==> config.mk <==
export PLATFORM = sky130hd
export DESIGN_NAME = idelay_loader
export DESIGN_NICKNAME = d
export VERILOG_FILES = /design/src/design/regmap_pkg.sv /design/src/design/idelay_loader.sv
export SDC_FILE = /design/constraint.sdc
export NUM_CORES = 1
export LEC_CHECK = 0
export ABC_CLOCK_PERIOD_IN_PS = 1200
export BUFFER_PORTS_ARGS = -buffer_cell sky130_fd_sc_hd__buf_4
export CORE_MARGIN = 4
export CORE_UTILIZATION = 28
export CTS_BUF_LIST = sky130_fd_sc_hd__clkbuf_4 sky130_fd_sc_hd__clkbuf_8
export CTS_CLUSTER_SIZE = 30
export DETAILED_ROUTE_END_ITERATION = 16
export MAX_ROUTING_LAYER = met4
export PLACE_DENSITY = 0.55
export SETUP_SLACK_MARGIN = 0.05
export SLEW_MARGIN = 20
export SYNTH_ARGS = -nofsm -noshare
export SYNTH_HDL_FRONTEND = slang
export SYNTH_SLANG_ARGS = --single-unit
==> constraint.sdc <==
create_clock -name lb_clk -period 1.2 [get_ports lb_clk]
set_input_delay 0.06 -clock lb_clk [delete_from_list [all_inputs] [get_ports lb_clk]]
set_output_delay 0.06 -clock lb_clk [all_outputs]
set_load 0.02 [all_outputs]
==> src/design/regmap_pkg.sv <==
package regmap_pkg;

	// local bus widths
	localparam int lb_aw = 24;
	localparam int lb_dw = 32;

	typedef logic [lb_aw-1:0] lb_addr_t;  // word address
	typedef logic [lb_dw-1:0] lb_data_t;

	// register map, word addresses
	localparam lb_addr_t addr_periph_config  = 24'd0;     // [0] pwr_en, [1] adc_pdwn
	localparam lb_addr_t addr_bitslip        = 24'd1;     // [7:0] U2, [15:8] U3
	localparam lb_addr_t addr_clk_status     = 24'd2;
	localparam lb_addr_t addr_capture_trig   = 24'd3;     // any write starts capture
	localparam lb_addr_t addr_banyan_mask    = 24'd4;
	localparam lb_addr_t addr_sync_cset      = 24'd5;     // [9:0] ad7794, [21:16] tps62210
	localparam lb_addr_t addr_capture_status = 24'd16;
	localparam lb_addr_t addr_freq_a         = 24'd17;
	localparam lb_addr_t addr_freq_b         = 24'd18;
	localparam lb_addr_t idelay_base         = 24'd112;   // 16 taps
	localparam lb_addr_t capture_base        = 24'd2048;  // 8 ch x 256 samples
	localparam int idelay_aw      = 4;   // idelay window is 2**idelay_aw words
	localparam int capture_win_aw = 11;  // capture window is 2**capture_win_aw words

	// sync generator settings
	localparam int cset_ad7794_w    = 10;
	localparam int cset_tps62210_w  = 6;
	localparam int sync_ad7794_minc   = 256;
	localparam int sync_tps62210_minc = 32;

	// frequency counter gate, 4096 lb_clk cycles
	localparam int freq_gate_log2 = 12;
	typedef logic [27:0] freq_t;

	// tracks whether the MMCM stayed locked since set-up
	typedef enum logic [1:0] {
		clk_reset    = 2'd0,
		clk_set_up   = 2'd1,
		clk_verified = 2'd2
	} clk_status_t;

	typedef struct packed {
		logic       pwr_en;
		logic       adc_pdwn;
		logic [7:0] bitslip_u2;
		logic [7:0] bitslip_u3;
	} periph_cfg_t;

	typedef struct packed {
		logic                 strobe;  // single cycle
		logic [idelay_aw-1:0] addr;    // tap number
		logic [4:0]           value;   // tap delay
	} idelay_cmd_t;

	typedef struct packed {
		logic       trig;  // single cycle
		logic [7:0] mask;  // one bit per ADC channel
	} capture_ctrl_t;

endpackage

==> src/design/idelay_loader.sv <==
`timescale 1ns/10ps

module idelay_loader (
	input  logic                    lb_clk,
	input  logic                    reset,
	input  regmap_pkg::idelay_cmd_t idelay_cmd,
	output logic [15:0]             idelay_ld,
	output logic [4:0]              idelay_value
);

	logic [1:0]                       stb_sr;    // strobe history
	logic [regmap_pkg::idelay_aw-1:0] tap_addr;  // latched tap number

	// hold address and value from the write on
	always_ff @(posedge lb_clk) begin
		if (idelay_cmd.strobe) begin
			tap_addr     <= idelay_cmd.addr;
			idelay_value <= idelay_cmd.value;
		end
	end

	// two-deep history stretches the load to two cycles
	always_ff @(posedge lb_clk) begin
		if (reset) begin
			stb_sr <= '0;
		end else begin
			stb_sr <= {stb_sr[0], idelay_cmd.strobe};
		end
	end

	// tap n drives load bit 15-n, U3 taps in the low half of the address range
	always_ff @(posedge lb_clk) begin
		if (reset) begin
			idelay_ld <= '0;
		end else begin
			for (int i = 0; i < 16; i++)
				idelay_ld[i] <= (|stb_sr) && (tap_addr == 4'(15 - i));
		end
	end

endmodule

==> summary.md <==
| Metric | Value |
|---|---|
| Outcome | `finished clean` |
| Crit path kind | `reg2reg` |
| Worst skew pair latency | `0.31 ns` |
| Final wirelength | `1600 um` |
| Crit path time final | `1.10 ns` |
| Critical Path End Type | `flop` |
| RSZ-0062 raised after global routing | `false` |
| Critical Path Source Type | `flop` |
| Starting density of the core | `29.8%` |
| Pwr Density | `1260 nW/um^2` |
| # port buffers | `32` |
| Seq/Total Area, Yosys | `75.6%` |
| First-pass GRT wire length | `2780 um` |
| Average size of a mapped cell | `14.4 sq um` |
| Max-Cap Viols | `0` |
| Highest-delay cell along the critical path | `edfxtp_1` |
| Final-report max-slew violation count | `0` |
| Netlist Area Pre-Place | `835 sq um` |
| Nets | `118` |
| Most used DFF post-synth | `dfxtp_1` |
| CP Max Fanout | `5` |
| First-pass DRT Iterations | `3` |
| HP Class | `in2reg` |
| VDD IR max | `655 uV` |
| Root Buffer | `clkbuf_4` |
| Worst EP arrival | `1.32 ns` |
| Synthesized flop and latch total | `27` |
| Util after Layout | `44.7%` |
| Synthesis Warnings | `0` |
| Fmax | `910 MHz` |
| Initial antenna violation count | `0` |
| Largest family of logic cells by synthesized area | `simple AND/OR/NAND/NOR gates` |
| Placed instance count | `120` |
| Antenna Nets Post-Route | `0` |
| Layout cells sized above 1 | `41.9%` |
| Crit share post-route | `91.6%` |
| Chip height | `62.6 um` |
| Core region area | `2810 sq um` |
| Synth top area cells | `dfxtp_1, edfxtp_1, nor4_1` |
| Mux contribution to synthesized area | `0%` |
| EDFF count, synth | `9` |
| Hold Vio Cnt, Final | `0` |
| CP required | `1.42 ns` |
| Clk_skew | `0.00197 ns` |
| Synth area leader | `dfxtp_1` |
| Crit-path cells | `buf_4, or2b_1, nor4_1` |
| Setup-failing EPs final | `0` |
| Longest Clk Path Bufs | `2` |
| Worst slew pin tran | `0.388 ns` |
| TritonCTS clock tree | `yes` |
| Vias in the first global route | `610` |
| Clock sinks | `27` |
| Routed WL per cell | `11.8 um` |
| Grt ovf | `0` |
| Vias/cell | `4.47` |
| Post-Synth XOR/XNOR Area | `0%` |
| Synth Instances | `58` |
| Area grow syn2layout | `50.2%` |
| Layout Cells excl Fill | `136` |
| DR iter-0 viols | `2` |
| P_leak | `0.000520 uW` |
| Post-Synth Simple-Gate Area | `18.9%` |
| CTS buffer count | `3` |
| Die W | `62.6 um` |
| Syn nets | `70` |
| Area share of the largest cell type after synthesis | `43.2%` |
| TNS Setup | `0 ns` |
| Slew HR | `74.1%` |
| Yosys cell types | `17` |
| FP Rows | `19` |
| Antenna diodes | `0` |
| Most frequent cell after synthesis | `dfxtp_1` |
| I/O Pins | `33` |
| Via Count | `608` |
| DP HPWL | `1180 um` |
| H-tree depth | `1` |
| Compound-Gate Fraction of Synth Area | `2.25%` |
| Clock transition at the registers of the reported paths | `0.13 ns` |
| Slowest stage delay, CP | `0.46 ns` |
| Die area | `3920 sq um` |
| All-Layer GR Usage | `8.97%` |
| Adder-cell share of the synthesized area | `0%` |
| Residual DRC count | `0` |
| Async SR Flop Fraction | `0%` |
| GPL Wtd Cong | `0.770` |
| Leading cell types by count after synthesis | `dfxtp_1, edfxtp_1, nor3_1, nor4_1` |
| Largest net degree at the start of global routing | `17` |
[kinds of logic (layout without fill, tap and decap cells)]
family	Yosys count	after routing
compound gates	1	1
flops	27	27
buf+inv	4	51
simple gates	26	26
[where the power goes]
group          internal (uW)  switching (uW)
sequential               980            15.7
combinational           98.5            92.2
clock                    152             235
[flip-flops by register name (all words and copies together) (netlist names)]
register      flops
tap_addr          4
stb_sr            2
idelay_ld        16
idelay_value      5
[cell type report]
class | instances | area (sq um)
tap | 31 | 38.8
sequential | 27 | 631
timing repair buffer | 46 | 368
multi-input combinational | 27 | 183
inverter | 1 | 3.75
fill | 269 | 1550
clock buffer | 4 | 30.0
[metrics by stage]
step / area [sq um] / hold WS, ns / worst slack [ns] / total power (uW)
CTS: 1220 / 0.0176 / 0.0822 / 1580
global placement: 1100 / 0.239 / 0.159 / 1170
finish: 1250 / 0.0335 / 0.101 / 1570
global route: 1250 / 0.0136 / 0.0546 / 1660
floorplan: 835 / 0.159 / 0.188 / 1100
detailed placement: 1100 / 0.240 / 0.111 / 1170
[final timing paths]
check                                 start  slack, ns      endpoint  cells past startpoint
worst max register to register  tap_addr[1]       0.10  idelay_ld[3]                      3
worst min-delay path                  reset       0.03     stb_sr[1]                      2
worst min register to register    stb_sr[0]       0.54     stb_sr[1]                      1
worst max-delay path            tap_addr[1]       0.10  idelay_ld[3]                      3
[layout by cell type (no fill, tap or decap)]
| cell type | n |
|---|---|
| buf_4 | 37 |
| dfxtp_1 | 18 |
| dlygate4sd3_1 | 9 |
| edfxtp_1 | 9 |
| nor3_1 | 8 |
| nor4_1 | 7 |
| clkbuf_4 | 4 |
| nand3b_1 | 2 |
| and2b_1 | 2 |
| o21bai_4 | 1 |
| or2b_1 | 1 |
| nand2_1 | 1 |
| nand3_1 | 1 |
| inv_1 | 1 |
| or2_2 | 1 |
| or3b_1 | 1 |
| nand2b_1 | 1 |
| nor4_2 | 1 |
[routing by layer]
metal	wire length, um	track usage [%]
met1	657	10.4
met2	820	15.2
met3	123	1.98
met4	0	3.31
met5	0	-
[worst max-delay path, delay by kind of cell, from the launching register on]
family | cells | cell delay (ns)
AND/OR/NAND/NOR | 2 | 0.40
buffers and inverters | 1 | 0.16
flip-flops | 1 | 0.46
[what timing repair did]
action / CTS / global route
setup buffers: 0 / 3
endpoints found under the setup margin: 0 / 4
hold buffers: 9 / 0
gates resized for setup: 0 / 1
hold endpoints to repair: 9 / 0
(Power assumes the default switching activity.)
