==> src/design/sync_generate.sv <==
`timescale 1ns/10ps

module sync_generate #(
	parameter int cw   = 10,   // cset width
	parameter int minc = 256   // shortest allowed period
) (
	input  logic          lb_clk,
	input  logic          reset,
	input  logic [cw-1:0] cset,
	output logic          sync
);

	logic [cw-1:0] period;  // clamped
	logic [cw-1:0] half;
	logic [cw-1:0] cnt;     // counts down to zero

	assign period = (cset < cw'(minc)) ? cw'(minc) : cset;
	assign half   = period >> 1;

	always_ff @(posedge lb_clk) begin
		if (reset) begin
			cnt  <= '0;
			sync <= 1'b0;
		end else begin
			if (cnt == '0)
				cnt <= period - 1'b1;  // wrap, restart
			else
				cnt <= cnt - 1'b1;
			sync <= cnt >= half;  // upper half of count = first half of period
		end
	end

endmodule

==> config.mk <==
export PLATFORM = sky130hd
export DESIGN_NAME = sync_generate
export DESIGN_NICKNAME = d
export VERILOG_FILES = /design/src/design/sync_generate.sv
export SDC_FILE = /design/constraint.sdc
export NUM_CORES = 1
export LEC_CHECK = 0
export BUFFER_PORTS_ARGS = -buffer_cell sky130_fd_sc_hd__buf_2
export CORE_MARGIN = 8
export CORE_UTILIZATION = 60
export CTS_BUF_LIST = sky130_fd_sc_hd__clkbuf_8
export CTS_CLUSTER_DIAMETER = 80
export DETAILED_ROUTE_END_ITERATION = 16
export GPL_ROUTABILITY_DRIVEN = 0
export PLACE_DENSITY = 0.88
export SLEW_MARGIN = 20
export SYNTH_ARGS = -nofsm -noshare
export SYNTH_HDL_FRONTEND = slang
export SYNTH_SLANG_ARGS = --single-unit
==> constraint.sdc <==
create_clock -name lb_clk -period 4 [get_ports lb_clk]
set_input_delay 0.4 -clock lb_clk [delete_from_list [all_inputs] [get_ports lb_clk]]
set_output_delay 0.4 -clock lb_clk [all_outputs]
set_load 0.01 [all_outputs]
==> flow_summary.toml, run 1 <==
[floorplanning]
die_area_um2 = 3020
die_w_um = 54.9
die_y_um = 54.9
io_pins = 13
rows = 14
core_um2 = 1450
initial_core_util_pct = 62.5

[setup_path]
critPathKind = "in2reg"
worstPathMaxFanout = 12
cp.arrival_ns = 2.60
cp.required_ns = 4.17
setup.worst_path.start_class = "input port"
cp-end-kind = "register"

[synthesis]
synth_seq_cells = 11
yosysSeqAreaShare_pct = 24.2
synth.distinct_cells = 42
synthFlopType = "dfxtp_1"
synth_fp_nets = 132
yosys.area.top_type_share_pct = 24.2
yosys.area.top_type = "dfxtp_1"
yosysWarnings = 0
synthArstFlopShare_pct = 0
synth_area_per_cell_um2 = 8.26
synth_edf_count = 0
netlist_area_um2 = 908
synth.area.top_cells = "dfxtp_1 (24%), ha_1 (14%), nor2_1 (6.2%)"
netlist_instances = 110

[cts]
hold_buffers = 0
cts_sinks = 11
cts_buffer_depth = 2
cts_tree = "built"
clk_latency_ns = 0.24
cts_resized = 0
h-tree-depth = 1
postCtsSetupRepairBufs = 0
root_buffer = "clkbuf_8"
cts_buffers = 3
path_clk_slew_ns = 0.05

[drt]
wirelength_um = 2260
wire_per_inst_um = 16.1
drc = 0
via_count = 950
drtAntennaViolNets = 0
routed_via_density = 6.79
drtIter0Drc = 45
dr.pass1.iters = 4

[pwr]
peakVddDrop_uv = 366
leakage_nw = 0.439
power_per_cell_area_nw_per_um2 = 758

[timing]
finalHoldViolCount = 0
slew_headroom_pct = 64.4
max_freq_ghz = 0.411
skew_ns = 0.00528
hold_slack_ns = 0.479
worstMarginPinSlew_ns = 0.531
drv_slew = 0
period_share_pct = 60.8
setup_viol_count_final = 0
rsz0062_at_grt = "false"
fin_setup_tns_ns = 0
fin_crit_ns = 2.43

[global_route]
grt_max_degree = 13
grt_usage_pct = 17.3
globalRouteOverflowTotal = 0
grt_pass1_vias = 929
antenna_found_initial = 0
grt_first_pass_wirelength_um = 3860

[layout]
diodes = 0
fillers = 125
drive_gt1_share_pct = 20.2
finalNonFillerCells = 140
final_nets = 147
final_area_um2 = 1020
syn_to_final_growth_pct = 12.4
layout_common_cells = "nor2_1 (15), buf_2 (12), dfxtp_1 (11)"
final_util_pct = 70.2
layout_commonest_cell = "nor2_1"

[run_status]
status = "complete, no violations"

[placement]
place_area_um2 = 976
dp_hpwl_um = 1740
io_buffer_count = 12
dp_cells = 136

[worst_hold_path]
hp-class = "in2reg"

[run]
cap_violations = 0
## path summary, 6_finish.rpt
check | from | to | slack, ns | cells after the start
max | cset[9] | cnt[6] | 1.57 | 10
min | reset | cnt[1] | 0.48 | 2
max reg2reg | cnt[3] | cnt[6] | 1.67 | 9
min reg2reg | cnt[0] | cnt[0] | 0.64 | 2
## report_power, final
group          switching [W]  total (W)  internal, W
registers          0.0000696   0.000222     0.000152
logic               0.000244   0.000441     0.000197
clock network      0.0000432   0.000111    0.0000675
total               0.000356   0.000774     0.000417
## layer usage
| metal | up-vias | GRT usage (%) | wire length [µm] |
|---|---|---|---|
| li1 | 443 | - | - |
| met1 | 455 | 19.4 | 903 |
| met2 | 48 | 28.7 | 1100 |
| met3 | 4 | 6.68 | 213 |
| met4 | 0 | 7.20 | 42 |
| met5 | - | 0 | 0 |
## worst max-delay path, cell delays in order
cell and delay [ns]:
buf_2 0.12, or2_1 0.38, and4_4 0.28, a21oi_1 0.21, ha_1 0.22, nor3b_1 0.40
nand2_1 0.15, nor3_1 0.18, o21ai_0 0.11, a31oi_1 0.14
## metrics by stage
stage | setup slack (ns) | power, W
final | 1.57 | 0.000774
after global routing | 1.36 | 0.000841
after CTS | 1.58 | 0.000772
after detailed placement | 1.30 | 0.000654
after global placement | 1.50 | 0.000637
after floorplan | 1.88 | 0.000556
## final cells by class
type	instances	area [µm²]	share of cell area, %
Timing Repair Buffer	12	60.1	5.88
Clock inverter	1	3.75	0.368
Sequential cell	11	220	21.6
Tap cell	16	20.0	1.96
Clock buffer	3	41.3	4.04
Multi-Input combinational cell	92	657	64.3
Inverter	5	18.8	1.84
## synth_stat cells (all sizes together), types with 2 or more instances
| library cell | n |
|---|---|
| a211oi | 2 |
| a21oi | 6 |
| a31oi | 5 |
| a41oi | 2 |
| and2 | 2 |
| buf | 2 |
| dfxtp | 11 |
| ha | 10 |
| inv | 5 |
| nand2 | 7 |
| nand3 | 2 |
| nand4 | 2 |
| nor2 | 15 |
| nor2b | 3 |
| nor3 | 6 |
| nor4 | 2 |
| o21ai | 6 |
| or4 | 3 |
| xnor2 | 3 |
## flip-flops by register name, indices dropped and copies added, names as in the netlist
signal / count
sync: 1
cnt: 10
## kinds of logic (layout without fill, tap and decap cells)
kind of cell / count (synthesis) / after routing / share of synthesized area [%]
buf+inv: 7 / 21 / 3.44
xor+xnor: 4 / 4 / 3.86
flops: 11 / 11 / 24.2
fa+ha+maj: 10 / 10 / 13.8
simple gates: 48 / 48 / 31.0
compound gates: 30 / 30 / 23.7
Power figures use the tool's default switching activity.
==> run 2: changes to the inputs <==
Settings changed: CORE_UTILIZATION 60 to 52, PLACE_DENSITY 0.88 to 0.81.
Clock period 4 ns to 2.2 ns, I/O delays scaled along.
==> run 2 against run 1 <==
  * Clock skew down 0.0017 ns
  * First-iteration DRC count up 6.7%
  * Hold slack worse by 0.18 ns
  * Sequential cell count unchanged
  * Largest power group unchanged
  * Sequential power up 67%
  * Utilization down 5.7 points
  * Critical endpoint unchanged
  * Setup slack worse by 1.4 ns
==> flow_summary.toml, run 2 (synthesis gave the netlist of run 1 again) <==
[cts]
root_buffer = "clkbuf_8"
cts_buffers = 3
cts_tree = "built"
cts_sinks = 11
cts_buffer_depth = 2
cts_resized = 0
path_clk_slew_ns = 0.05
clk_latency_ns = 0.24
h-tree-depth = 1

[setup_path]
rr_endpoint = "cnt[6]"
setup.worst_path.start_class = "register"
critPathKind = "reg2reg"
worstPathMaxFanout = 4
crit_chain = "nor4_4, and4_4, a21oi_1, ha_1, nor3b_1, buf_4, nand2_1, nor3_1, o21ai_0, a31oi_1"
crit_family = "simple AND/OR/NAND/NOR gates"
cp-end-kind = "register"
cp.depth = 10
reg2reg_slack_ns = 0.13
critPathBufInv = 1
reg2reg_from = "cnt[3]"
crit_end = "cnt[6]"
r2r_cells = 10
startpoint = "cnt[3]"
cp_slowest_stage_delay_ns = 0.35
cp.arrival_ns = 2.19
cp.required_ns = 2.32
cp_slowest_cell = "dfxtp_1"

[pwr]
power_per_cell_area_nw_per_um2 = 1420
leakage_nw = 0.484
peakVddDrop_uv = 895

[timing]
drv_slew = 0
skew_ns = 0.00361
worstMarginPinSlew_ns = 0.473
max_freq_ghz = 0.484
finalHoldViolCount = 0
fin_setup_tns_ns = 0
setup_viol_count_final = 0
fin_crit_ns = 2.07
rsz0062_at_grt = "false"
period_share_pct = 94.0
slew_headroom_pct = 68.2

[layout]
layout_commonest_cell = "nor2_1"
final_area_um2 = 1090
syn_to_final_growth_pct = 20.0
diodes = 0
final_nets = 156
largest_reg_flops = 10
top_regs = "cnt: 10 flops, sync: 1 flops"
multiInputGateArea_um2 = 657
drive_gt1_share_pct = 25.6
layout_common_cells = "nor2_1 (15), buf_2 (12), dfxtp_1 (11)"
largest_register = "cnt"
fillers = 156
seqCellArea_um2 = 220

[run_status]
status = "complete, no violations"

[floorplanning]
initial_core_util_pct = 53.8
die_y_um = 57.8
die_w_um = 57.8
rows = 15
die_area_um2 = 3340
core_um2 = 1690
io_pins = 13

[global_route]
antenna_found_initial = 0
globalRouteOverflowTotal = 0
grt_pass1_vias = 881
grt_first_pass_wirelength_um = 3970
grt_usage_pct = 15.0
grt_max_degree = 13

[placement]
dp_hpwl_um = 1830
place_area_um2 = 1040
io_buffer_count = 12

[worst_hold_path]
hp-class = "in2reg"

[drt]
wirelength_um = 2340
dr.pass1.iters = 4
drc = 0
drtIter0Drc = 48
routed_via_density = 6.00
drtAntennaViolNets = 0
wire_per_inst_um = 15.6
via_count = 900

[run]
cap_violations = 0
-- run 2: cell count changes in the layout (fill, tap and decap cells not counted) --
cell,change
buf_4,+9
-- run 2: area by class of cell --
cell class                      instances  area share, %
Clock inverter                          1          0.344
Multi-Input combinational cell         92           60.3
Sequential cell                        11           20.2
Tap cell                               17           1.95
Inverter                                5           1.72
Timing Repair Buffer                   21           11.7
Clock buffer                            3           3.79
-- run 2: where the power goes --
part | switching, W | leakage, nW | internal, W
Combinational | 0.000507 | 0.366 | 0.000467
Clock | 0.0000785 | 0.0269 | 0.000123
Sequential | 0.0000923 | 0.0909 | 0.000277
-- run 2: how the worst min path moves through the flow --
| stage | startpoint | to | slack (ns) | cells past startpoint |
|---|---|---|---|---|
| floorplan | reset | cnt[0] | 0.29 | 1 |
| global placement | reset | cnt[1] | 0.55 | 2 |
| detailed placement | cset[6] | cnt[6] | 0.55 | 3 |
| CTS | cset[6] | cnt[6] | 0.31 | 3 |
| global route | cset[6] | cnt[6] | 0.31 | 3 |
| finish | reset | cnt[1] | 0.30 | 2 |
-- run 2: layer usage --
layer  wire [µm]  global-route usage [%]
met5           0                       0
met4          43                    5.59
met3         181                    5.30
met2        1060                    23.8
met1        1060                    18.0
-- run 2: repair_timing --
item | in CTS | in global routing
endpoints found under the hold margin | 0 | 0
hold buffers | 0 | 0
endpoints found under the setup margin | 0 | 1
setup buffers | 0 | 1
-- run 2: worst register-to-register path, cell delays in order, from the launching register on --
cell	delay, ns
dfxtp_1	0.35
nor4_4	0.30
and4_4	0.29
a21oi_1	0.09
ha_1	0.20
nor3b_1	0.15
buf_4	0.15
nand2_1	0.10
nor3_1	0.06
o21ai_0	0.17
a31oi_1	0.09
-- run 2: through the flow --
step	setup slack (ns)	util (%)	instances	hold slack (ns)	total power (W)
4_1_cts	0.113	64.1	149	0.305	0.00153
3_3_place_gp	0.147	61.4	145	0.545	0.00129
2_1_floorplan	0.220	-	110	0.292	0.00101
5_1_grt	0.00158	64.5	150	0.308	0.00166
3_5_place_dp	0.0704	61.4	145	0.553	0.00130
6_report	0.132	64.5	150	0.299	0.00154
==> run 3: changes to the inputs <==
Settings changed: BUFFER_PORTS_ARGS -buffer_cell sky130_fd_sc_hd__buf_2 to -buffer_cell sky130_fd_sc_hd__clkbuf_2, RECOVER_POWER set to 25.
==> run 3 against run 2 <==
  * Hold slack improved by 0.023 ns
  * Combinational power decreased by 2%
  * First-iteration DRC count shrank 35%
  * Largest power group unchanged
==> flow_summary.toml, run 3 (synthesis gave the netlist of run 1 again) <==
[run_status]
status = "complete, no violations"

[global_route]
grt_pass1_vias = 882
globalRouteOverflowTotal = 0
grt_first_pass_wirelength_um = 3910
grt_usage_pct = 14.6
antenna_found_initial = 0
grt_max_degree = 13

[timing]
rsz0062_at_grt = "false"
finalHoldViolCount = 0
fin_setup_tns_ns = 0
drv_slew = 0
setup_viol_count_final = 0
worstMarginPinSlew_ns = 0.504
max_freq_ghz = 0.489
slew_headroom_pct = 66.1
fin_crit_ns = 2.05
skew_ns = 0.00690
period_share_pct = 93.0

[cts]
cts_sinks = 11
clk_latency_ns = 0.24
h-tree-depth = 1
cts_buffer_depth = 2
cts_tree = "built"
path_clk_slew_ns = 0.05
cts_buffers = 3
root_buffer = "clkbuf_8"

[layout]
largest_register = "cnt"
final_nets = 156
drive_gt1_share_pct = 24.8
fillers = 150
layout_commonest_cell = "nor2_1"
largest_reg_flops = 10
final_area_um2 = 1090
top_regs = "cnt: 10 flops, sync: 1 flops"
seqCellArea_um2 = 220
diodes = 0
multiInputGateArea_um2 = 662
layout_common_cells = "nor2_1 (15), dfxtp_1 (11), clkbuf_2 (11)"
syn_to_final_growth_pct = 20.0

[floorplanning]
rows = 15
die_y_um = 57.8
io_pins = 13
die_w_um = 57.8
initial_core_util_pct = 53.8
die_area_um2 = 3340
core_um2 = 1690

[drt]
drtIter0Drc = 31
via_count = 907
drc = 0
routed_via_density = 6.05
wire_per_inst_um = 15.2
drtAntennaViolNets = 0
dr.pass1.iters = 4
wirelength_um = 2280

[setup_path]
cp-end-kind = "register"
reg2reg_slack_ns = 0.15
worstPathMaxFanout = 4
setup.worst_path.start_class = "register"
critPathKind = "reg2reg"
cp.arrival_ns = 2.16
cp.required_ns = 2.31

[pwr]
power_w = 0.00153
peakVddDrop_uv = 732
power_per_cell_area_nw_per_um2 = 1400
leakage_nw = 0.481

[placement]
dp_hpwl_um = 1850
io_buffer_count = 12
place_area_um2 = 1040

[worst_hold_path]
hp-class = "in2reg"

[run]
cap_violations = 0
## run 3: cell count changes in the layout (fill, tap and decap cells not counted), sizes merged
cell	previous run	this run
buf	21	8
clkbuf	3	16
## run 3: area by class of cell
type | count | area share, %
well taps | 17 | 1.95
clock inverters | 1 | 0.344
multi-input cells | 92 | 60.7
flip-flops and latches | 11 | 20.2
inverters | 5 | 1.72
repair buffers | 21 | 11.3
clock buffers | 3 | 3.79
## run 3: metrics by stage
stage	utilization, %	hold WS (ns)	worst slack, ns	cells
finish	64.5	0.322	0.154	150
CTS	64.1	0.314	0.105	149
global route	64.5	0.337	0.0257	150
detailed placement	61.4	0.566	0.102	145
floorplan	-	0.292	0.220	110
global placement	61.4	0.551	0.159	145
## run 3: where the power goes
group | internal (W) | total, W | switching, W
combinational | 0.000457 | 0.000956 | 0.000499
clock | 0.000123 | 0.000202 | 0.0000790
sequential | 0.000277 | 0.000370 | 0.0000927
total | 0.000857 | 0.00153 | 0.000671
## run 3: layer usage
metal | global-route usage, % | share of wire [%] | vias to the layer above
li1 | - | - | 461
met1 | 18.7 | 47 | 408
met2 | 23.0 | 44 | 35
met3 | 4.64 | 7.7 | 3
met4 | 3.85 | 0.84 | 0
met5 | 0 | 0 | -
## run 3: path summary, 6_finish.rpt
path                              start  endpoint  depth (start not counted)
worst min-delay path            cset[6]    cnt[6]                          3
worst max-delay path             cnt[3]    cnt[6]                         10
worst min register to register   cnt[9]    cnt[9]                          2
worst max register to register   cnt[3]    cnt[6]                         10
## run 3: what timing repair did
item / in CTS / in global routing
setup endpoints to repair: 0 / 1
gates resized for setup: 0 / 2
setup buffers: 0 / 1
hold buffers: 0 / 0
## run 3: critical path, cell delays in order, from the launching register on
cell	delay, ns
dfxtp_1	0.34
nor4_4	0.30
and4_4	0.29
a21oi_1	0.09
ha_1	0.20
nor3b_2	0.15
buf_4	0.15
nand2_1	0.09
nor3_1	0.06
o21ai_1	0.15
a31oi_1	0.08
