`config.mk`:
```
export PLATFORM = sky130hd
export DESIGN_NAME = freq_count
export DESIGN_NICKNAME = d
export VERILOG_FILES = /design/src/design/regmap_pkg.sv /design/src/design/freq_count.sv
export SDC_FILE = /design/constraint.sdc
export NUM_CORES = 1
export LEC_CHECK = 0
export ABC_AREA = 1
export BUFFER_PORTS_ARGS = -buffer_cell sky130_fd_sc_hd__buf_2
export CELL_PAD_IN_SITES_DETAIL_PLACEMENT = 0
export CELL_PAD_IN_SITES_GLOBAL_PLACEMENT = 2
export CORE_MARGIN = 1.5
export CORE_UTILIZATION = 32
export DETAILED_ROUTE_END_ITERATION = 10
export HOLD_SLACK_MARGIN = 0.15
export MAX_ROUTING_LAYER = met4
export PLACE_DENSITY_LB_ADDON = 0.1
export SETUP_SLACK_MARGIN = 0.05
export SLEW_MARGIN = 20
export SYNTH_ARGS = -nofsm -noshare
export SYNTH_HDL_FRONTEND = slang
export SYNTH_SLANG_ARGS = --single-unit
export TNS_END_PERCENT = 30
```
`constraint.sdc`:
```
create_clock -name lb_clk -period 2.1 [get_ports lb_clk]
set_clock_uncertainty 0.2 [all_clocks]
set_input_delay 0.21 -clock lb_clk [delete_from_list [all_inputs] [get_ports lb_clk]]
set_output_delay 0.21 -clock lb_clk [all_outputs]
set_load 0.02 [all_outputs]
```
`src/design/regmap_pkg.sv`:
```
package regmap_pkg;

	// local bus widths
	localparam int lb_aw = 24;
	localparam int lb_dw = 32;

	typedef logic [lb_aw-1:0] lb_addr_t;  // word address
	typedef logic [lb_dw-1:0] lb_data_t;

	// register map, word addresses
	localparam lb_addr_t addr_periph_config  = 24'd0;     // [0] pwr_en, [1] adc_pdwn
	localparam lb_addr_t addr_bitslip        = 24'd1;     // [7:0] U2, [15:8] U3
	localparam lb_addr_t addr_clk_status     = 24'd2;
	localparam lb_addr_t addr_capture_trig   = 24'd3;     // any write starts capture
	localparam lb_addr_t addr_banyan_mask    = 24'd4;
	localparam lb_addr_t addr_sync_cset      = 24'd5;     // [9:0] ad7794, [21:16] tps62210
	localparam lb_addr_t addr_capture_status = 24'd16;
	localparam lb_addr_t addr_freq_a         = 24'd17;
	localparam lb_addr_t addr_freq_b         = 24'd18;
	localparam lb_addr_t idelay_base         = 24'd112;   // 16 taps
	localparam lb_addr_t capture_base        = 24'd2048;  // 8 ch x 256 samples
	localparam int idelay_aw      = 4;   // idelay window is 2**idelay_aw words
	localparam int capture_win_aw = 11;  // capture window is 2**capture_win_aw words

	// sync generator settings
	localparam int cset_ad7794_w    = 10;
	localparam int cset_tps62210_w  = 6;
	localparam int sync_ad7794_minc   = 256;
	localparam int sync_tps62210_minc = 32;

	// frequency counter gate, 4096 lb_clk cycles
	localparam int freq_gate_log2 = 12;
	typedef logic [27:0] freq_t;

	// tracks whether the MMCM stayed locked since set-up
	typedef enum logic [1:0] {
		clk_reset    = 2'd0,
		clk_set_up   = 2'd1,
		clk_verified = 2'd2
	} clk_status_t;

	typedef struct packed {
		logic       pwr_en;
		logic       adc_pdwn;
		logic [7:0] bitslip_u2;
		logic [7:0] bitslip_u3;
	} periph_cfg_t;

	typedef struct packed {
		logic                 strobe;  // single cycle
		logic [idelay_aw-1:0] addr;    // tap number
		logic [4:0]           value;   // tap delay
	} idelay_cmd_t;

	typedef struct packed {
		logic       trig;  // single cycle
		logic [7:0] mask;  // one bit per ADC channel
	} capture_ctrl_t;

endpackage

```
`src/design/freq_count.sv`:
```
`timescale 1ns/10ps

module freq_count (
	input  logic              lb_clk,
	input  logic              reset,
	input  logic              f_in,       // measured clock, asynchronous
	output regmap_pkg::freq_t frequency   // edges per gate
);

	localparam int gw = regmap_pkg::freq_gate_log2;

	logic [2:0]        f_sr;    // two sync stages plus one for edge detect
	logic              rise;
	logic [gw-1:0]     gate;    // gate window counter
	logic              gate_end;
	regmap_pkg::freq_t accum;

	assign rise     = f_sr[1] & ~f_sr[2];
	assign gate_end = &gate;

	always_ff @(posedge lb_clk) begin
		if (reset) begin
			f_sr <= '0;
		end else begin
			f_sr <= {f_sr[1:0], f_in};
		end
	end

	// accumulate over the gate, publish and restart at the wrap
	always_ff @(posedge lb_clk) begin
		if (reset) begin
			gate      <= '0;
			accum     <= '0;
			frequency <= '0;
		end else begin
			gate <= gate + 1'b1;
			if (gate_end) begin
				frequency <= accum + regmap_pkg::freq_t'(rise);  // last cycle counts too
				accum     <= '0;
			end else begin
				accum <= accum + regmap_pkg::freq_t'(rise);
			end
		end
	end

endmodule

```
==> out/qor.log, run 1 <==
[synthesis] most used flip-flop cell after synthesis sky130_fd_sc_hd__dfxtp_1
[cts] clock latency at the later pin of the worst-skew pair 340 ps
[finish] share of final-layout standard cells stronger than drive strength 1 0.158
[synthesis] leading cell type by number of instances after synthesis sky130_fd_sc_hd__nand2_1
[place] placed insts 572
[floorplan] Placeable Area 0.00928 mm²
[cts] CTS sink count 71
[synthesis] Area contributors post-synth sky130_fd_sc_hd__dfxtp_1, sky130_fd_sc_hd__nand2_1, sky130_fd_sc_hd__nor2_1, sky130_fd_sc_hd__inv_1, sky130_fd_sc_hd__xor2_1
[global_routing] wire length of the first global-routing pass 11.7 mm
[pwr] leakage dissipation 1.52 nW
[hold_path] WHS Path Cells 2
[hold_path] end point of the most critical hold path f_sr[1]
[cts] CTS Buf Count 9
[finish] filler instances 1,025
[sta] measured slew at the worst slew-check pin 611 ps
[synthesis] number of flip-flops and latches in the synthesized netlist 71
[sta] Final TNS setup 0 ps
[cts] clock transition at the registers of the reported paths 70 ps
[synthesis] share of Yosys cell area claimed by the top area cell type 0.464
[cts] CTS tree yes
[sta] Final Max Slew Viols 0
[critical_path] critical path's most frequent cell sky130_fd_sc_hd__nand2_1
[sta] minimum period implied by the final worst setup slack 1910 ps
[hold_path] worst hold path class flip-flop to flip-flop
[pwr] power per cell area 688 mW/mm²
[drt] vias per cell 4.23
[synthesis] share of the yosys chip area belonging to registers 0.464
[place] final RePlAce weighted congestion 0.790
[critical_path] startpoint-to-endpoint class of the critical path flip-flop to flip-flop
[sta] maximum achievable frequency 0.524 GHz
[drt] number of remaining DRC errors 0
[synthesis] Net Count, Synth 422
[floorplan] chip height 101 µm
[global_routing] maximum number of pins on one net before global-route repair 33
[critical_path] worst path arrival time 1940 ps
[sta] Hold WS 205 ps
[synthesis] post-synthesis cell area 0.00307 mm²
[finish] diode insertion count for antenna repair 0
[critical_path] chain of cells forming the critical path inv_1 > nor2_1 > ha_2 > ha_4 > nand2_2 > nor2_4 > nand2_2 > nor2_4 > nand2_1 > nand2_1 > nand2_1 > nand2_1 > nand2_1
[floorplan] die area 0.0102 mm²
[critical_path] crit-path max cell delay 310 ps
[floorplan] site row count 35
[place] quantity of I/O buffers inserted on ports 30
[flow_run] count of maximum capacitance violations 0
[finish] final std cells w/o fill 590
[hold_path] startpoint of the worst hold path f_sr[0]
[critical_path] CP Capture Type flip-flop
[drt] post-DR wirelength/cell 11.7 µm
[finish] net total in the final layout 465
[pwr] overall power 0.00249 W
[sta] relative slew slack 0.592
[critical_path] kind of launch point of the worst setup path flip-flop
[synthesis] leading cell types by count after synthesis sky130_fd_sc_hd__nand2_1, sky130_fd_sc_hd__dfxtp_1, sky130_fd_sc_hd__nor2_1, sky130_fd_sc_hd__inv_1, sky130_fd_sc_hd__nand3_1
[critical_path] required time of the worst setup path 2140 ps
[critical_path] endpoint of the worst register-to-register path frequency[24]
[drt] 1st-iter DRT viols 107
[global_routing] remaining global-route overflow 0
[place] Post-DP HPWL 4.88 mm
[synthesis] number of cells produced by synthesis 416
[drt] total wire length 6.93 mm
[sta] unrepaired setup endpoints after global routing true
[cts] largest buffer count on any clock path 2
[critical_path] launch instance of the worst register-to-register path f_sr[1]
[finish] layout overhead on the synthesized area 18.0%
[synthesis] warnings from Yosys 0
[run_status] run status finished clean
[sta] portion of the clock cycle consumed by the worst path in the final layout 0.909
[global_routing] number of global-route vias before repair 2,446
[sta] # setup viols final 0
[pwr] largest voltage drop on the vdd net 0.000364 V
[floorplan] I/O Pins 31
[critical_path] worst r2r path cells 13
[floorplan] Initial Utilization 0.330
[drt] Detail Route Antenna Nets 0
[cts] number of levels in the clock H-tree 3
[global_routing] number of antenna violations at the first check in global routing 0
[cts] buffer cell driving the clock tree root sky130_fd_sc_hd__clkbuf_8
[critical_path] maximum fanout encountered on the critical timing path 5
[synthesis] area leader, netlist sky130_fd_sc_hd__dfxtp_1
[synthesis] EDFF count, synth 0
[drt] first drt pass iteration count 4
[global_routing] aggregate global-route resource usage 0.156
[critical_path] minimum setup slack among reg-to-reg paths 190 ps
[synthesis] share of synthesized registers carrying an async set or reset 0
[synthesis] number of different library cells in the post-synthesis netlist 26
[critical_path] slowest cell on the critical path sky130_fd_sc_hd__dfxtp_1
[drt] DR vias 2,493
[synthesis] per-instance average area after synthesis 7.37 µm²
[floorplan] die boundary width 101 µm
[sta] Final Hold Vio Count 0
==> report_power, final <==
| group | internal [W] | leakage [nW] | switching (W) | total [W] |
|---|---|---|---|---|
| Sequential | 0.00135 | 0.573 | 0.00000399 | 0.00136 |
| Combinational | 0.0000155 | 0.856 | 0.0000362 | 0.0000517 |
| Clock | 0.000595 | 0.0944 | 0.000481 | 0.00108 |
| Total | 0.00196 | 1.52 | 0.000522 | 0.00249 |
==> placed cells by master (no fill, tap or decap), types with 2 or more instances in the layout <==
cell type,count
sky130_fd_sc_hd__a21oi_1,11
sky130_fd_sc_hd__and2_1,5
sky130_fd_sc_hd__buf_2,30
sky130_fd_sc_hd__buf_4,6
sky130_fd_sc_hd__clkbuf_8,11
sky130_fd_sc_hd__dfxtp_1,71
sky130_fd_sc_hd__dlygate4sd3_1,3
sky130_fd_sc_hd__inv_1,37
sky130_fd_sc_hd__inv_2,2
sky130_fd_sc_hd__nand2_1,136
sky130_fd_sc_hd__nand2_2,5
sky130_fd_sc_hd__nand2_4,2
sky130_fd_sc_hd__nand3_1,19
sky130_fd_sc_hd__nand3b_1,3
sky130_fd_sc_hd__nand4_1,3
sky130_fd_sc_hd__nor2_1,63
sky130_fd_sc_hd__nor2_2,4
sky130_fd_sc_hd__nor2_4,6
sky130_fd_sc_hd__nor3_1,2
sky130_fd_sc_hd__o21ai_0,5
sky130_fd_sc_hd__o21ai_1,11
sky130_fd_sc_hd__xnor2_1,4
sky130_fd_sc_hd__xor2_1,12
==> registers in the layout (all words and copies together), names as in the netlist <==
signal     cells
frequency     28
f_sr           3
gate          12
accum         28
==> worst max-delay path, delay by kind of cell, from the launching register on <==
kind	cells	cell delay (ps)
simple gates	10	890
fa+ha+maj	2	350
flops	1	310
buf+inv	1	40
==> layout make-up <==
cell class	count	area, µm²	share of cell area
Inverter	39	146	0.0405
Clock buffer	12	155	0.0429
Sequential cell	71	1420	0.393
Tap cell	129	161	0.0446
Clock inverter	1	30.0	0.00830
Multi-Input combinational cell	299	1480	0.408
Timing Repair Buffer	39	225	0.0623
==> cells by family (layout without fill, tap and decap cells) <==
family / Yosys count / after routing / share of synthesized area
adder cells (fa/ha/maj): 3 / 3 / 0.0122
flip-flops: 71 / 71 / 0.464
AND/OR/NAND/NOR: 251 / 251 / 0.364
XOR/XNOR: 17 / 17 / 0.0486
buffers and inverters: 46 / 91 / 0.0653
AO/OA/AOI/OAI: 28 / 28 / 0.0465
==> metrics by stage <==
step	utilization	area [µm²]	setup slack [ps]
6_report	0.389	3620	192
3_5_place_dp	0.361	3350	127
5_1_grt	0.389	3620	29.7
4_1_cts	0.384	3570	100
3_3_place_gp	0.361	3350	174
2_1_floorplan	-	3070	307
==> layer usage <==
layer,up-vias,GRT usage,share of wire,routed length (µm)
met5,-,-,0,0
met4,0,0.0520,0.0097,67
met3,6,0.0333,0.029,201
met2,27,0.248,0.45,3150
met1,1098,0.197,0.51,3510
li1,1362,-,-,-
==> how the worst max path moves through the flow <==
stage	start	to	slack (ps)	depth (start not counted)
floorplan	f_sr[1]	frequency[18]	310	11
global placement	f_sr[1]	frequency[18]	170	11
detailed placement	f_sr[1]	frequency[18]	130	11
CTS	f_sr[1]	accum[16]	100	10
global route	reset	frequency[11]	30	7
finish	f_sr[1]	frequency[24]	190	13
==> timing repair <==
item,4_1_cts,5_1_grt
gates resized for setup,0,8
hold buffers,3,0
setup endpoints to repair,0,18
hold endpoints to repair,9,0
buffers inserted,0,2
Power figures use the tool's default switching activity.
==> run 2: changes to the inputs <==
CORE_MARGIN = 2   (was 1.5)
==> out/qor.log, run 2 (synthesized netlist as in run 1, its figures left out) <==
[run_status] run status finished clean
[cts] CTS Buf Count 9
[floorplan] die area 0.0104 mm²
[critical_path] worst path arrival time 2030 ps
[pwr] power per cell area 725 mW/mm²
[drt] first drt pass iteration count 4
[pwr] proportion of power drawn by flip-flops and latches 0.516
[global_routing] maximum number of pins on one net before global-route repair 33
[place] quantity of I/O buffers inserted on ports 30
[drt] DR vias 2,555
[cts] buffer cell driving the clock tree root sky130_fd_sc_hd__clkbuf_8
[finish] layout overhead on the synthesized area 18.4%
[sta] Final Max Slew Viols 0
[critical_path] CP Capture Type flip-flop
[place] Cell Area, Placed 0.00336 mm²
[finish] top library cells by usage in the layout, fill and taps aside sky130_fd_sc_hd__nand2_1, sky130_fd_sc_hd__dfxtp_1, sky130_fd_sc_hd__nor2_1, sky130_fd_sc_hd__inv_1, sky130_fd_sc_hd__buf_2
[drt] Detail Route Antenna Nets 0
[drt] 1st-iter DRT viols 56
[sta] measured slew at the worst slew-check pin 589 ps
[sta] relative slew slack 0.607
[cts] Post-CTS Setup Bufs 0
[pwr] net switching power of the design 0.000593 W
[critical_path] required time of the worst setup path 2190 ps
[cts] clock latency at the later pin of the worst-skew pair 350 ps
[finish] share of final-layout standard cells stronger than drive strength 1 0.154
[hold_path] WHS Path Cells 2
[finish] cell area after layout 0.00363 mm²
[sta] Hold WS 207 ps
[sta] Final Hold Vio Count 0
[finish] utilization of the core after routing 0.391
[drt] post-DR wirelength/cell 11.7 µm
[floorplan] Initial Utilization 0.330
[flow_run] count of maximum capacitance violations 0
[global_routing] number of antenna violations at the first check in global routing 0
[floorplan] Placeable Area 0.00928 mm²
[sta] # setup viols final 0
[place] final RePlAce weighted congestion 0.808
[global_routing] remaining global-route overflow 0
[finish] diode insertion count for antenna repair 0
[drt] total wire length 6.87 mm
[cts] CTS tree yes
[critical_path] maximum fanout encountered on the critical timing path 5
[critical_path] kind of launch point of the worst setup path flip-flop
[pwr] switching part of the total 0.225
[critical_path] launch instance of the worst register-to-register path f_sr[1]
[hold_path] worst hold path class flip-flop to flip-flop
[floorplan] die boundary width 102 µm
[drt] vias per cell 4.33
[sta] maximum achievable frequency 0.516 GHz
[pwr] leakage dissipation 1.53 nW
[critical_path] minimum setup slack among reg-to-reg paths 160 ps
[pwr] overall power 0.00263 W
[pwr] Comb power frac 0.020
[pwr] part of the total power dissipated in the clock network 0.465
[global_routing] number of global-route vias before repair 2,438
[global_routing] aggregate global-route resource usage 0.149
[global_routing] wire length of the first global-routing pass 11.4 mm
[critical_path] endpoint of the worst register-to-register path accum[16]
[finish] Regs by FF count accum: 28 flops, frequency: 28 flops, gate: 12 flops
[pwr] largest voltage drop on the vdd net 0.000329 V
[pwr] P_int 0.00204 W
[critical_path] startpoint-to-endpoint class of the critical path flip-flop to flip-flop
[cts] largest buffer count on any clock path 2
[sta] minimum period implied by the final worst setup slack 1940 ps
[floorplan] I/O Pins 31
[sta] unrepaired setup endpoints after global routing true
[floorplan] chip height 102 µm
[cts] number of levels in the clock H-tree 3
[finish] net total in the final layout 462
[place] Post-DP HPWL 4.89 mm
[cts] clock transition at the registers of the reported paths 80 ps
[hold_path] startpoint of the worst hold path f_sr[0]
[cts] CTS sink count 71
[sta] portion of the clock cycle consumed by the worst path in the final layout 0.923
[floorplan] site row count 35
[finish] most common cell after layout, fill and taps aside sky130_fd_sc_hd__nand2_1
[sta] Final TNS setup 0 ps
[drt] number of remaining DRC errors 0
[hold_path] end point of the most critical hold path f_sr[1]
[critical_path] worst r2r path cells 10
==> run 2: cell types whose count changed in the layout (fill, tap and decap cells not counted), moves of 2 or more <==
cell	change
sky130_fd_sc_hd__buf_4	-4
sky130_fd_sc_hd__clkbuf_8	-2
sky130_fd_sc_hd__clkinv_4	+2
sky130_fd_sc_hd__clkinvlp_4	+2
sky130_fd_sc_hd__ha_1	+2
==> run 2: through the flow <==
| stage | setup WS, ps | instances |
|---|---|---|
| 5_1_grt | 18.1 | 590 |
| 4_1_cts | 91.4 | 590 |
| 3_5_place_dp | 109 | 571 |
| 3_3_place_gp | 158 | 571 |
| 2_1_floorplan | 307 | 416 |
| 6_report | 162 | 590 |
==> run 2: layer usage <==
| layer | wire (µm) | up-vias | global-route usage |
|---|---|---|---|
| met5 | 0 | - | - |
| met4 | 159 | 0 | 0.0697 |
| met3 | 210 | 12 | 0.0308 |
| met2 | 3010 | 37 | 0.227 |
| met1 | 3500 | 1143 | 0.191 |
| li1 | - | 1363 | - |
==> run 2: timing repair <==
action / 4_1_cts / 5_1_grt
hold endpoints to repair: 9 / 0
resized for setup: 0 / 5
setup endpoints to repair: 0 / 11
hold buffers: 3 / 0
==> run 2: how the worst max path moves through the flow <==
stage	start	to	slack [ps]	cells past startpoint
2_1_floorplan	f_sr[1]	frequency[18]	310	11
3_3_place_gp	f_sr[1]	frequency[18]	160	11
3_5_place_dp	f_sr[1]	frequency[18]	110	11
4_1_cts	f_sr[1]	frequency[18]	90	11
5_1_grt	f_sr[1]	frequency[24]	20	13
6_report	f_sr[1]	accum[16]	160	10
==> run 2: layout make-up <==
type                    instances  area (µm²)
clock inverters                 7        97.6
inverters                      39         146
well taps                     129         161
flip-flops and latches         71        1420
multi-input cells             299        1460
repair buffers                 36         215
clock buffers                   9         124
fillers                      1022        5650
==> run 2: worst max-delay path, stage by stage (launching register included) <==
cell                      delay [ps]
sky130_fd_sc_hd__dfxtp_1         310
sky130_fd_sc_hd__inv_1            40
sky130_fd_sc_hd__nor2_1           90
sky130_fd_sc_hd__ha_1            170
sky130_fd_sc_hd__ha_1            210
sky130_fd_sc_hd__nand2_1         110
sky130_fd_sc_hd__nor2_4          140
sky130_fd_sc_hd__nand2_2         100
sky130_fd_sc_hd__nor2_4          190
sky130_fd_sc_hd__xor2_1          180
sky130_fd_sc_hd__and2_1          140
==> run 2: power groups by stage <==
stage          Combinational, W  Sequential, W  Clock [W]
2_1_floorplan         0.0000388        0.00139          0
3_3_place_gp          0.0000491        0.00139          0
3_5_place_dp          0.0000493        0.00139          0
4_1_cts               0.0000536        0.00136    0.00127
5_1_grt               0.0000596        0.00136    0.00132
6_report              0.0000514        0.00136    0.00122
==> run 3: changes to the inputs <==
CELL_PAD_IN_SITES_DETAIL_PLACEMENT = 1   (was 0)
CELL_PAD_IN_SITES_GLOBAL_PLACEMENT = 1   (was 2)
==> out/qor.log, run 3 (synthesized netlist as in run 1, its figures left out) <==
[run_status] run status finished clean
[critical_path] worst r2r path cells 10
[drt] first drt pass iteration count 4
[hold_path] end point of the most critical hold path f_sr[1]
[sta] portion of the clock cycle consumed by the worst path in the final layout 0.925
[global_routing] aggregate global-route resource usage 0.160
[place] final RePlAce weighted congestion 0.864
[drt] DR WL met2 3.43 mm
[cts] buffer cell driving the clock tree root sky130_fd_sc_hd__clkbuf_8
[place] quantity of I/O buffers inserted on ports 30
[flow_run] count of maximum capacitance violations 0
[cts] clock latency at the later pin of the worst-skew pair 350 ps
[finish] Regs by FF count accum: 28 flops, frequency: 28 flops, gate: 12 flops
[floorplan] die boundary width 102 µm
[cts] Post-CTS Setup Bufs 0
[floorplan] Placeable Area 0.00928 mm²
[sta] Final Hold Vio Count 0
[cts] clock transition at the registers of the reported paths 70 ps
[global_routing] wire length of the first global-routing pass 12.5 mm
[sta] unrepaired setup endpoints after global routing true
[drt] total wire length 7.32 mm
[pwr] switching part of the total 0.224
[finish] final std cells w/o fill 589
[pwr] largest voltage drop on the vdd net 0.000306 V
[critical_path] worst path arrival time 2030 ps
[sta] # setup viols final 0
[drt] post-DR wirelength/cell 12.4 µm
[pwr] leakage dissipation 1.51 nW
[floorplan] I/O Pins 31
[critical_path] required time of the worst setup path 2190 ps
[sta] Final TNS setup 0 ps
[floorplan] site row count 35
[pwr] net switching power of the design 0.000581 W
[pwr] power per cell area 719 mW/mm²
[floorplan] die area 0.0104 mm²
[sta] minimum period implied by the final worst setup slack 1940 ps
[pwr] Comb power frac 0.020
[finish] layout overhead on the synthesized area 17.7%
[finish] net total in the final layout 461
[finish] diode insertion count for antenna repair 0
[pwr] proportion of power drawn by flip-flops and latches 0.523
[finish] top library cells by usage in the layout, fill and taps aside sky130_fd_sc_hd__nand2_1, sky130_fd_sc_hd__dfxtp_1, sky130_fd_sc_hd__nor2_1, sky130_fd_sc_hd__inv_1, sky130_fd_sc_hd__buf_2
[drt] number of remaining DRC errors 0
[critical_path] endpoint of the worst register-to-register path accum[16]
[critical_path] minimum setup slack among reg-to-reg paths 160 ps
[critical_path] kind of launch point of the worst setup path flip-flop
[critical_path] maximum fanout encountered on the critical timing path 5
[cts] CTS sink count 71
[drt] DR vias 2,642
[drt] uppermost signal routing layer after detailed routing met4
[critical_path] CP Capture Type flip-flop
[floorplan] Initial Utilization 0.330
[cts] number of levels in the clock H-tree 3
[sta] Final Max Slew Viols 0
[place] Post-DP HPWL 5.25 mm
[drt] DRT met1 WL 3.62 mm
[drt] Detail Route Antenna Nets 0
[finish] most common cell after layout, fill and taps aside sky130_fd_sc_hd__nand2_1
[global_routing] remaining global-route overflow 0
[sta] relative slew slack 0.619
[critical_path] launch instance of the worst register-to-register path f_sr[1]
[hold_path] worst hold path class flip-flop to flip-flop
[sta] maximum achievable frequency 0.515 GHz
[hold_path] startpoint of the worst hold path f_sr[0]
[sta] Hold WS 201 ps
[critical_path] startpoint-to-endpoint class of the critical path flip-flop to flip-flop
[drt] routed wl met3 190 µm
[cts] largest buffer count on any clock path 2
[sta] measured slew at the worst slew-check pin 570 ps
[cts] CTS tree yes
[pwr] part of the total power dissipated in the clock network 0.457
[finish] filler instances 1,168
[global_routing] number of antenna violations at the first check in global routing 0
[global_routing] number of global-route vias before repair 2,675
[drt] vias per cell 4.49
[floorplan] chip height 102 µm
[finish] share of final-layout standard cells stronger than drive strength 1 0.154
[global_routing] maximum number of pins on one net before global-route repair 33
[pwr] P_int 0.00202 W
[cts] CTS Buf Count 9
[hold_path] WHS Path Cells 2
[place] placed insts 570
[drt] 1st-iter DRT viols 69
-- run 3: cell types whose count changed in the layout (fill, tap and decap cells not counted), sizes merged --
cell      delta
buf          -1
clkinvlp     +1
clkinv       -3
bufinv       -1
clkbuf       +3
-- run 3: how the worst max path moves through the flow --
stage,from,to,depth (start not counted)
6_report,f_sr[1],accum[16],10
5_1_grt,f_sr[1],frequency[24],13
4_1_cts,f_sr[1],frequency[24],13
3_5_place_dp,f_sr[1],frequency[18],11
3_3_place_gp,f_sr[1],frequency[18],11
2_1_floorplan,f_sr[1],frequency[18],11
-- run 3: what timing repair did --
action                                  in CTS  in global routing
pin swaps                                    0                  2
gates resized for setup                      1                  5
hold endpoints to repair                     9                  0
hold buffers                                 3                  0
endpoints found under the setup margin       1                 16
-- run 3: worst max-delay path, stage by stage (launching register included) --
cell and delay [ps]:
sky130_fd_sc_hd__dfxtp_1 320, sky130_fd_sc_hd__inv_1 50, sky130_fd_sc_hd__nor2_1 100, sky130_fd_sc_hd__ha_2 220, sky130_fd_sc_hd__ha_4 150, sky130_fd_sc_hd__nand2_1 100, sky130_fd_sc_hd__nor2_4 160, sky130_fd_sc_hd__nand2_2 100
sky130_fd_sc_hd__nor2_4 170, sky130_fd_sc_hd__xor2_1 190, sky130_fd_sc_hd__and2_1 140
-- run 3: per-layer routing --
layer | vias to the layer above | track usage
met5 | - | -
met4 | 0 | 0.0462
li1 | 1360 | -
met1 | 1252 | 0.199
met2 | 24 | 0.259
met3 | 6 | 0.0417
-- run 3: power groups by stage --
stage	sequential [W]	combinational [W]	clock, W
2_1_floorplan	0.00139	0.0000388	0
3_3_place_gp	0.00139	0.0000482	0
3_5_place_dp	0.00139	0.0000489	0
4_1_cts	0.00136	0.0000532	0.00124
5_1_grt	0.00136	0.0000597	0.00131
6_report	0.00136	0.0000518	0.00119
-- run 3: final cells by class --
type                            count  area [µm²]  area share
Clock buffer                       12         165      0.0458
Clock inverter                      4        52.6      0.0146
Inverter                           39         146      0.0406
Multi-Input combinational cell    299        1470       0.406
Sequential cell                    71        1420       0.394
Tap cell                          129         161      0.0447
Timing Repair Buffer               35         195      0.0541
-- run 3: per-stage QoR --
step,setup slack (ps),util,area (µm²),total power (W)
final,158,0.389,3610,0.00260
after global routing,7.62,0.389,3610,0.00273
after CTS,75.6,0.386,3590,0.00265
after detailed placement,57.7,0.360,3340,0.00144
after global placement,168,0.360,3340,0.00144
after floorplan,307,-,3070,0.00143
